==> src/verilog/common.sv <==
package common;

        localparam int xlen = 32;
        localparam int reg_addr_w = 5;
        localparam int shamt_w = 5;

        localparam logic [6:0] m_type_funct7 = 7'b000_0001; // mul/div group.
        localparam logic [6:0] alt_funct7 = 7'b010_0000;    // sub and sra.

        // major opcodes, bits 6:0 of the instruction.
        typedef enum logic [6:0] {
                OP      = 7'b011_0011,
                OP_IMM  = 7'b001_0011,
                U_LUI   = 7'b011_0111,
                U_AUIPC = 7'b001_0111,
                J_JAL   = 7'b110_1111,
                JALR    = 7'b110_0111,
                OTHER   = 7'b000_0000
        } instruction_format_type;

        typedef enum logic [4:0] {
                ADD,
                SUB,
                SLL,
                SRL,
                SRA,
                XOR,
                OR,
                AND,
                SLT,
                SLTU,
                LUI,
                AUIPC,
                LINK,
                DIV,
                DIVU,
                REM,
                REMU
        } alu_operation_type;

        // r-type layout; other formats reuse the same bit positions.
        typedef struct packed {
                logic [6:0]            funct7;
                logic [reg_addr_w-1:0] rs2;
                logic [reg_addr_w-1:0] rs1;
                logic [2:0]            funct3;
                logic [reg_addr_w-1:0] rd;
                logic [6:0]            opcode;
        } instr_fields_type;

        typedef struct packed {
                logic [31:0]      instr;
                logic [xlen-1:0]  pc;
                logic [xlen-1:0]  rs1_val;
                logic [xlen-1:0]  rs2_val;
        } exec_in_type;

        typedef struct packed {
                instruction_format_type opcode;
                logic [2:0]             funct3;
                logic [6:0]             funct7;
                logic [reg_addr_w-1:0]  rd;
                logic [xlen-1:0]        imm;
                logic [xlen-1:0]        pc;
                logic [xlen-1:0]        rs1_val;
                logic [xlen-1:0]        rs2_val;
        } decoded_type;

        typedef struct packed {
                logic [reg_addr_w-1:0] rd;
                logic [xlen-1:0]       result;
        } exec_out_type;

endpackage

==> src/verilog/instr_decode.sv <==
module instr_decode (
        input  logic                 clk,
        input  logic                 arst_n,
        input  logic                 in_valid,
        input  common::exec_in_type  in_data,
        output logic                 dec_valid,
        output common::decoded_type  dec
);

        common::instr_fields_type        fields;
        common::instruction_format_type  opcode;
        common::decoded_type             dec_next;
        logic [common::xlen-1:0]         imm_i;
        logic [common::xlen-1:0]         imm_u;
        logic [common::xlen-1:0]         imm;
        logic [6:0]                      funct7;
        logic                            is_shift;

        assign fields = in_data.instr;

        assign imm_i = {{(common::xlen-12){fields.funct7[6]}}, fields.funct7, fields.rs2};
        assign imm_u = {fields.funct7, fields.rs2, fields.rs1, fields.funct3, 12'b0};

        always_comb
        begin
                case (fields.opcode)
                        common::OP:      opcode = common::OP;
                        common::OP_IMM:  opcode = common::OP_IMM;
                        common::U_LUI:   opcode = common::U_LUI;
                        common::U_AUIPC: opcode = common::U_AUIPC;
                        common::J_JAL:   opcode = common::J_JAL;
                        common::JALR:    opcode = common::JALR;
                        default:         opcode = common::OTHER; // loads, stores, branches.
                endcase
        end

        always_comb
        begin
                case (opcode)
                        common::OP_IMM, common::JALR:   imm = imm_i;
                        common::U_LUI, common::U_AUIPC: imm = imm_u;
                        default:                        imm = '0;
                endcase
        end

        // slli/srli/srai keep the shift type in bits 31:25.
        assign is_shift = (fields.funct3 == 3'b001) || (fields.funct3 == 3'b101);

        always_comb
        begin
                funct7 = '0;
                if (opcode == common::OP)
                        funct7 = fields.funct7;
                else if (opcode == common::OP_IMM && is_shift)
                        funct7 = fields.funct7;
        end

        always_comb
        begin
                dec_next.opcode  = opcode;
                dec_next.funct3  = fields.funct3;
                dec_next.funct7  = funct7;
                dec_next.rd      = fields.rd;
                dec_next.imm     = imm;
                dec_next.pc      = in_data.pc;
                dec_next.rs1_val = in_data.rs1_val;
                dec_next.rs2_val = in_data.rs2_val;
        end

        always_ff @(posedge clk or negedge arst_n)
        begin
                if (!arst_n)
                begin
                        dec_valid <= 1'b0;
                        dec       <= '0;
                end
                else
                begin
                        dec_valid <= in_valid;
                        if (in_valid)
                                dec <= dec_next;
                end
        end

endmodule

==> src/verilog/alu_ctrl.sv <==
module alu_ctrl (
        input  logic                            clk,
        input  common::instruction_format_type  opcode,
        input  logic [2:0]                      funct3,
        input  logic [6:0]                      funct7,
        output common::alu_operation_type       op
);

        logic is_op;
        logic is_alt;
        logic is_m;

        assign is_op  = (opcode == common::OP);
        assign is_alt = (funct7 == common::alt_funct7);
        assign is_m   = is_op && (funct7 == common::m_type_funct7); // no m ops on immediates.

        always_comb
        begin
                op = common::ADD; // also covers unknown opcodes.

                if (opcode == common::OP || opcode == common::OP_IMM)
                begin
                        case (funct3)
                                3'b000:
                                        op = (is_op && is_alt) ? common::SUB : common::ADD;
                                3'b001:
                                        op = common::SLL;
                                3'b010:
                                        op = common::SLT;
                                3'b011:
                                        op = common::SLTU;
                                3'b100:
                                        op = is_m ? common::DIV : common::XOR;
                                3'b101:
                                begin
                                        if (is_m)
                                                op = common::DIVU;
                                        else if (is_alt)
                                                op = common::SRA;
                                        else
                                                op = common::SRL;
                                end
                                3'b110:
                                        op = is_m ? common::REM : common::OR;
                                default:
                                        op = is_m ? common::REMU : common::AND;
                        endcase
                end
                else if (opcode == common::U_LUI)
                        op = common::LUI;
                else if (opcode == common::U_AUIPC)
                        op = common::AUIPC;
                else if (opcode == common::J_JAL || opcode == common::JALR)
                        op = common::LINK; // rd gets pc + 4.
        end

        op_known: assert property (@(posedge clk) !$isunknown(op))
                else $error("alu_ctrl: operation is unknown");

endmodule

==> src/verilog/alu.sv <==
module alu (
        input  logic                       clk,
        input  logic                       arst_n,
        input  logic                       dec_valid,
        input  common::decoded_type        dec,
        input  common::alu_operation_type  op,
        output common::exec_out_type       res
);

        logic [common::xlen-1:0]    a;
        logic [common::xlen-1:0]    b;
        logic [common::shamt_w-1:0] shamt;
        logic                       div_zero;
        logic                       div_ovf;
        logic [common::xlen-1:0]    div_s_safe;
        logic [common::xlen-1:0]    div_u_safe;
        logic [common::xlen-1:0]    quot_s;
        logic [common::xlen-1:0]    rem_s;
        logic [common::xlen-1:0]    quot_u;
        logic [common::xlen-1:0]    rem_u;
        logic [common::xlen-1:0]    result;
        logic [common::xlen:0]      diff;
        logic                       lt_s;
        logic                       lt_u;

        assign a     = dec.rs1_val;
        assign b     = (dec.opcode == common::OP) ? dec.rs2_val : dec.imm;
        assign shamt = b[common::shamt_w-1:0];

        assign div_zero = (b == '0);
        assign div_ovf  = (a == {1'b1, {(common::xlen-1){1'b0}}}) && (b == '1);

        // divisor forced to 1 in the special cases so the quotient stays defined.
        assign div_s_safe = (div_zero || div_ovf) ? 1 : b;
        assign div_u_safe = div_zero ? 1 : b;

        assign quot_s = $signed(a) / $signed(div_s_safe);
        assign rem_s  = $signed(a) % $signed(div_s_safe);
        assign quot_u = a / div_u_safe;
        assign rem_u  = a % div_u_safe;

        always_comb
        begin
                case (op)
                        common::SUB:   result = a - b;
                        common::SLL:   result = a << shamt;
                        common::SRL:   result = a >> shamt;
                        common::SRA:   result = $signed(a) >>> shamt;
                        common::XOR:   result = a ^ b;
                        common::OR:    result = a | b;
                        common::AND:   result = a & b;
                        common::SLT:   result = {{(common::xlen-1){1'b0}}, $signed(a) < $signed(b)};
                        common::SLTU:  result = {{(common::xlen-1){1'b0}}, a < b};
                        common::LUI:   result = dec.imm;
                        common::AUIPC: result = dec.pc + dec.imm;
                        common::LINK:  result = dec.pc + 4;
                        common::DIV:
                        begin
                                if (div_zero)
                                        result = '1;
                                else if (div_ovf)
                                        result = a;
                                else
                                        result = quot_s;
                        end
                        common::DIVU:  result = div_zero ? '1 : quot_u;
                        common::REM:
                        begin
                                if (div_zero)
                                        result = a;
                                else if (div_ovf)
                                        result = '0;
                                else
                                        result = rem_s;
                        end
                        common::REMU:  result = div_zero ? a : rem_u;
                        default:       result = a + b;
                endcase
        end

        assign res.rd     = dec.rd;
        assign res.result = result;

        // compare bits taken from the borrow of a - b.
        assign diff = {1'b0, a} - {1'b0, b};
        assign lt_u = diff[common::xlen];
        assign lt_s = (a[common::xlen-1] != b[common::xlen-1]) ? a[common::xlen-1]
                                                               : diff[common::xlen-1];

        // compares write a single bit.
        cmp_is_bit: assert property (@(posedge clk) disable iff (!arst_n)
                dec_valid && (op == common::SLT || op == common::SLTU)
                |-> res.result == {{(common::xlen-1){1'b0}}, (op == common::SLT) ? lt_s : lt_u})
                else $error("alu: compare result is not the expected single bit");

endmodule

==> src/verilog/exec_result.sv <==
module exec_result (
        input  logic                  clk,
        input  logic                  arst_n,
        input  logic                  dec_valid,
        input  common::exec_out_type  res,
        output logic                  out_valid,
        output common::exec_out_type  out_data
);

        always_ff @(posedge clk or negedge arst_n)
        begin
                if (!arst_n)
                begin
                        out_valid <= 1'b0;
                        out_data  <= '0;
                end
                else
                begin
                        out_valid <= dec_valid; // one-cycle pulse per item.
                        if (dec_valid)
                                out_data <= res;
                end
        end

        // a result leaving the stage is fully defined.
        out_known: assert property (@(posedge clk) disable iff (!arst_n)
                out_valid |-> !$isunknown(out_data))
                else $error("exec_result: output data unknown while valid");

endmodule

==> src/verilog/exec_unit.sv <==
module exec_unit (
        input  logic                  clk,
        input  logic                  arst_n,
        input  logic                  in_valid,
        input  common::exec_in_type   in_data,
        output logic                  out_valid,
        output common::exec_out_type  out_data
);

        logic                       dec_valid;
        common::decoded_type        dec;
        common::alu_operation_type  op;
        common::exec_out_type       res;

        instr_decode instr_decode_inst (
                .clk       (clk),
                .arst_n    (arst_n),
                .in_valid  (in_valid),
                .in_data   (in_data),
                .dec_valid (dec_valid),
                .dec       (dec)
        );

        alu_ctrl alu_ctrl_inst (
                .clk    (clk),
                .opcode (dec.opcode),
                .funct3 (dec.funct3),
                .funct7 (dec.funct7),
                .op     (op)
        );

        alu alu_inst (
                .clk       (clk),
                .arst_n    (arst_n),
                .dec_valid (dec_valid),
                .dec       (dec),
                .op        (op),
                .res       (res)
        );

        exec_result exec_result_inst (
                .clk       (clk),
                .arst_n    (arst_n),
                .dec_valid (dec_valid),
                .res       (res),
                .out_valid (out_valid),
                .out_data  (out_data)
        );

endmodule

==> config.mk <==
export PLATFORM = sky130hd
export DESIGN_NAME = exec_unit
export DESIGN_NICKNAME = d
export VERILOG_FILES = /design/src/verilog/common.sv /design/src/verilog/instr_decode.sv /design/src/verilog/alu_ctrl.sv /design/src/verilog/alu.sv /design/src/verilog/exec_result.sv /design/src/verilog/exec_unit.sv
export SDC_FILE = /design/constraint.sdc
export NUM_CORES = 2
export LEC_CHECK = 0
export BUFFER_PORTS_ARGS = -buffer_cell sky130_fd_sc_hd__clkbuf_2
export CAP_MARGIN = 0
export CORE_ASPECT_RATIO = 0.5
export CORE_UTILIZATION = 45
export CTS_BUF_LIST = sky130_fd_sc_hd__clkbuf_2 sky130_fd_sc_hd__clkbuf_4 sky130_fd_sc_hd__clkbuf_8
export DETAILED_ROUTE_END_ITERATION = 6
export SLEW_MARGIN = 20
export SYNTH_ARGS = -nofsm -noshare
export SYNTH_HDL_FRONTEND = slang
export SYNTH_SLANG_ARGS = --single-unit
==> constraint.sdc <==
create_clock -name clk -period 158.6 [get_ports clk]
set_clock_uncertainty 0.15 [all_clocks]
set_input_delay 15.86 -clock clk [delete_from_list [all_inputs] [get_ports clk]]
set_output_delay 15.86 -clock clk [all_outputs]
set_load 0.01 [all_outputs]
-- Yosys cells after proc, flatten, opt, wreduce, memory -nomap -nowiden
Index checks and enable logic that the tools add are counted.
- memories kept: 0
- bits in writable memories: 0
- ROM bits: 0
- register bits after elaboration: 189
- bits in latches: 0
- equal/unequal tests: 45
- order comparisons: 2
- divide/modulo/power cells: 4
- shifts and indexed selects: 3
- muxes and demuxes: 25
- add/sub/neg operators: 4
- bitwise logic cells: 3
- reduce and logical (&&, ||, !) cells: 12
- multiply operators: 0
- operators with widths (cell ; count):
    $pmux W32 S16 ; 1
    $mux W32 ; 9
    $add A32 B32 Y32 ; 2
    $div A32 B32 Y32 ; 2
    $eq A32 B32 Y1 const B ; 2
    $lt A32 B32 Y1 ; 2
    $mod A32 B32 Y32 ; 2
    $pmux W32 S2 ; 1
    $eq A7 B6 Y1 const B ; 7
    $eq A7 B5 Y1 const B ; 6
    $pmux W7 S6 ; 1
    $eq A5 B4 Y1 const B ; 8
    $eq A7 B7 Y1 const B ; 5
    $pmux W5 S7 ; 1
    $add A32 B3 Y32 const B ; 1
    $and A32 B32 Y32 ; 1
    $logic_not A32 Y1 ; 1
    $or A32 B32 Y32 ; 1
    $shl A32 B5 Y32 ; 1
    $shr A32 B5 Y32 ; 1
    $sshr A32 B5 Y32 ; 1
    $sub A32 B32 Y32 ; 1
    $xor A32 B32 Y32 ; 1
    $mux W5 ; 5
    16 further kinds ; 35

-- Depth between registers and ports, before layout
- depth after elaboration: 10
- gate-level depth with buffers: 430
- gate-level depth less buffers: 390

-- Cells and area by module
Synthesis repeated with hierarchy kept, for this count alone.
- cells, all modules: 11945
- area, all modules: 82545.4 µm²
- by module, submodules not included (module ; times used ; cells each ; area each (µm²)):
    alu ; 1 ; 11442 ; 74878.1
    instr_decode ; 1 ; 380 ; 5846.9
    exec_result ; 1 ; 79 ; 1551.5
    alu_ctrl ; 1 ; 44 ; 269.0

-- Least setup slack after synthesis
No wires, ideal clock.
- path type: register to register
- start: register, netlist name instr_decode_inst.dec[144]
- end: register, netlist name exec_result_inst.out_data[28]
- required time: 158316 ps
- stages on the path, launching flop included: 400
- buffers on the path: 66
- arrival time: 89797 ps
- clock period less this slack: 90081 ps
- setup slack: 68519 ps
- cells stage by stage: dfrtp_1 -> and4bb_2 -> buf_4 -> nand2_1 -> clkbuf_1 -> buf_2 -> buf_1 -> mux2i_1 -> clkbuf_1 -> clkbuf_1 -> clkbuf_1 -> nand2_1 -> inv_1 -> ha_1 -> inv_1 -> or4b_1 -> o22ai_1 -> a31oi_1 -> [... 364 more ...] -> o21ai_0 -> a31oi_1 -> inv_2 -> clkbuf_1 -> clkbuf_1 -> clkbuf_1 -> ha_1 -> nand3_1 -> nor4_1 -> nand4_1 -> nand2b_1 -> nor2_1 -> a31oi_1 -> xnor2_1 -> a21oi_1 -> o21ai_0 -> a221oi_1 -> a31oi_1
- longest elaborated chain between the ends: 10
- RTL lines (item ; line ; source):
    $eq A7 B6 Y1 ; alu_ctrl.sv:13, alu_ctrl.sv:21, alu.sv:27 ;
    $mux W32 ; alu.sv:27 ; assign b = (dec.opcode == common::OP) ? dec.rs2_val : dec.imm;
    $eq A32 B32 Y1 ; alu.sv:31 ; assign div_ovf = (a == {1'b1, {(common::xlen-1){1'b0}}}) && (b == '1);
    $logic_and A1 B1 Y1 ; alu.sv:31 ;
    $logic_or A1 B1 Y1 ; alu.sv:34 ; assign div_s_safe = (div_zero || div_ovf) ? 1 : b;
    $mux W32 ; alu.sv:34 ;
    $mod A32 B32 Y32 or $div A32 B32 Y32 (tied branches) ; alu.sv:38, alu.sv:37 ;
    $mux W32, on equally long branches ; alu.sv:71, alu.sv:61 ;
    $mux W32, on equally long branches ; alu.sv:69, alu.sv:59 ;
    $pmux W32 S16 * ; alu.sv:44 ; case (op)
Every way passes the cells marked *; elsewhere a longest branch is shown, timed or not.
A chain may end at the register's enable or synchronous reset.

-- Final worst setup path
- start: register, netlist name instr_decode_inst.dec[33]
- end: register, netlist name exec_result_inst.out_data[31]
- longest elaborated chain between the ends: 8
- RTL lines (item ; line):
    $eq A32 B32 Y1 ; alu.sv:31
    $logic_and A1 B1 Y1 ; alu.sv:31
    $logic_or A1 B1 Y1 ; alu.sv:34
    $mux W32 ; alu.sv:34
    $mod A32 B32 Y32 or $div A32 B32 Y32 (tied branches) ; alu.sv:38, alu.sv:37
    $mux W32, on equally long branches ; alu.sv:71, alu.sv:61
    $mux W32, on equally long branches ; alu.sv:69, alu.sv:59
    $pmux W32 S16 * ; alu.sv:44
Marked as above.

==> qor.csv <==
metric;value;unit
status;complete, but fails checks;
failing checks;DRC;
die area;183000;µm²
Clock Pin Slew Worst Setup and Hold Paths;120;ps
unrepaired setup endpoints after global routing;no;
initial antenna violation count;43;
placed cell areas;86600;µm²
layout cells sized above 1;0.0875;
cell row count;110;
CP max FO;46;
largest net degree at the start of global routing;109;
clock sinks;188;
Remaining Overflow, GRT;0;
root buffer cell;clkbuf_8;
vias after detailed routing;100634;
Gate Count Post-Synth;11942;
Detailed Place HPWL;362;mm
most frequent cells in the layout;1,261 x nor2_1, 1,232 x nand2_1, 1,185 x ha_1;
CP endpoint;exec_result_inst.out_data[31];
Final period util;0.713;
Placed Cells;14312;
CP Data Required Time;158930;ps
initial core utilization;0.454;
starting DRC count in detailed routing;14756;
Fillers;18859;
crit end category;flip-flop;
commonest non-fill, non-tap cell in the layout;nor2_1;
final setup fails;0;
Routed WL;458;mm
register area share after synthesis;0.0576;
warning count from the yosys run;0;
r2r endpoint;exec_result_inst.out_data[31];
Max clock buf depth;2;
number of setup buffers added after CTS;0;
Slew HR;0.0999;
global-route wire length before repair;643;mm
Data arrival, critical path;113330;ps
Placer Congestion;1.15;
Die X-Extent;604;µm
Min-Delay Path Class;flip-flop to flip-flop;
Nets;13246;
fin. max-slew vios;0;
startpoint types;flip-flop;
post-synthesis cell area;81700;µm²
I/O Buffers;168;
number of global-route vias before repair;90127;
Die Y;303;µm
Hold Violations, Final;0;
Via density;7.00;
router iterations before antenna repair;7;
DR DRC count;27;
design area;87200;µm²
hold_buf cts;0;
CTS buffer count;17;
f_max;8.85;MHz
cell count of the worst reg-to-reg path;375;
slowest library cell on the worst path;or4_4;
max_cap viols;0;
Synth async-reset ratio;1.00;
Worst-Margin Slew;1340;ps
overall routing resource usage;0.477;
Critical R2R Launch;instr_decode_inst.dec[33];
count of flip-flops with a built-in enable after synthesis;0;
post-cts sizing count;0;
slowest stage delay, CP;1010;ps
P&R area growth vs syn;6.71;%
CP most frequent cell;ha_1;
worst reg-to-reg setup slack;45600;ps
top_reg_cell synth;dfrtp_1;
clk_lat worst skew;620;ps
core region area;180000;µm²
Netlist cell types;111;
H-tree depth;4;
Post-Route Setup TNS;0;ps
routed length per instance;31.9;µm
Post-DRT Antenna Nets;0;
Crit Path Category;flip-flop to flip-flop;
TritonCTS clock tree;done;
Avg Cell Area, Syn;6.84;µm²
I/O Pins;169;
crit path launch;instr_decode_inst.dec[33];
post-synth net total;13263;
fin cells;14375;
FF+latch count, synth;188;
shortest period the worst path allows;113000;ps
[synthesized netlist by cell type, types with 126 or more instances]
cell type  count  area share
nor2_1      1265       0.058
ha_1        1185        0.18
mux2_2       189       0.026
inv_1        425       0.020
nand4_1      185       0.014
a211oi_1     133       0.012
a31oi_1      194       0.015
o21a_1       306       0.028
nand2b_1     131       0.010
o21ai_0      832       0.051
dfrtp_1      188       0.058
nor3_1       387       0.024
xnor2_1      530       0.057
o31ai_1      139       0.013
nand2_1     1232       0.057
xor2_1       336       0.036
nand3_1      322       0.020
clkbuf_1     464       0.021
o211ai_1     141       0.013
a21o_1       340       0.031
or3_1        144       0.011
mux2i_1      126       0.015
a21oi_1      966       0.059
nor2b_1      127      0.0097
[worst min path at each step]
stage                            endpoint  cells after the start  slack, ps                        start
2_1_floorplan  exec_result_inst.out_valid                      0        230  instr_decode_inst.dec_valid
3_3_place_gp   instr_decode_inst.dec[139]                      1        330   instr_decode_inst.dec[139]
3_5_place_dp   instr_decode_inst.dec[136]                      1        340   instr_decode_inst.dec[136]
4_1_cts        instr_decode_inst.dec[136]                      1        360   instr_decode_inst.dec[136]
5_1_grt        instr_decode_inst.dec[136]                      1        370   instr_decode_inst.dec[136]
6_report       instr_decode_inst.dec[132]                      1        370   instr_decode_inst.dec[132]
[metrics by stage]
stage	hold slack [ps]	util	setup WS [ps]
floorplan	229	-	68520
global placement	334	0.481	52290
detailed placement	336	0.481	50850
CTS	365	0.483	50400
global route	373	0.484	40240
finish	365	0.484	45600
[per-layer routing]
metal  vias to the layer above  global-route usage  routed length [µm]
met5                         -             0.00733                 449
li1                      44645                   -                   -
met1                     47739               0.639              189000
met4                        43               0.236               27800
met2                      6770               0.672              175000
met3                      1437               0.168               66000
[kinds of logic (layout without fill, tap and decap cells)]
family,after synthesis,after routing,share of synthesized area
other,0,29,0
adder cells (fa/ha/maj),1190,1190,0.183
multiplexers,316,316,0.0416
AND/OR/NAND/NOR,4361,4361,0.252
buffers and inverters,981,977,0.0459
AO/OA/AOI/OAI,4040,4040,0.327
XOR/XNOR,866,866,0.0929
flip-flops,188,188,0.0576
[sequential cells by signal, indices dropped and copies added, names as in the netlist]
signal / cells
exec_result_inst.out_data: 37
instr_decode_inst.dec_valid: 1
exec_result_inst.out_valid: 1
instr_decode_inst.dec: 149
[cell type report]
class | count | area (µm²) | area share
clock buffers | 17 | 234 | 0.00268
inverters | 432 | 1620 | 0.0186
repair buffers | 513 | 3460 | 0.0397
multi-input cells | 10773 | 73800 | 0.847
flip-flops and latches | 188 | 4710 | 0.0540
well taps | 2408 | 3010 | 0.0346
diodes | 29 | 72.6 | 0.000833
clock inverters | 15 | 210 | 0.00241
[critical path: cells and delay by family (launching register included)]
kind | cells | cell delay, ps
AOI/OAI and AO/OA | 193 | 58030
and+or+nand+nor | 111 | 32860
adders and majority gates | 33 | 11170
buffers and inverters | 32 | 8020
muxes | 6 | 1570
DFF | 1 | 690
Power is not shown: default switching activity piles up to over one toggle a cycle in this logic, so the estimate is an artifact.
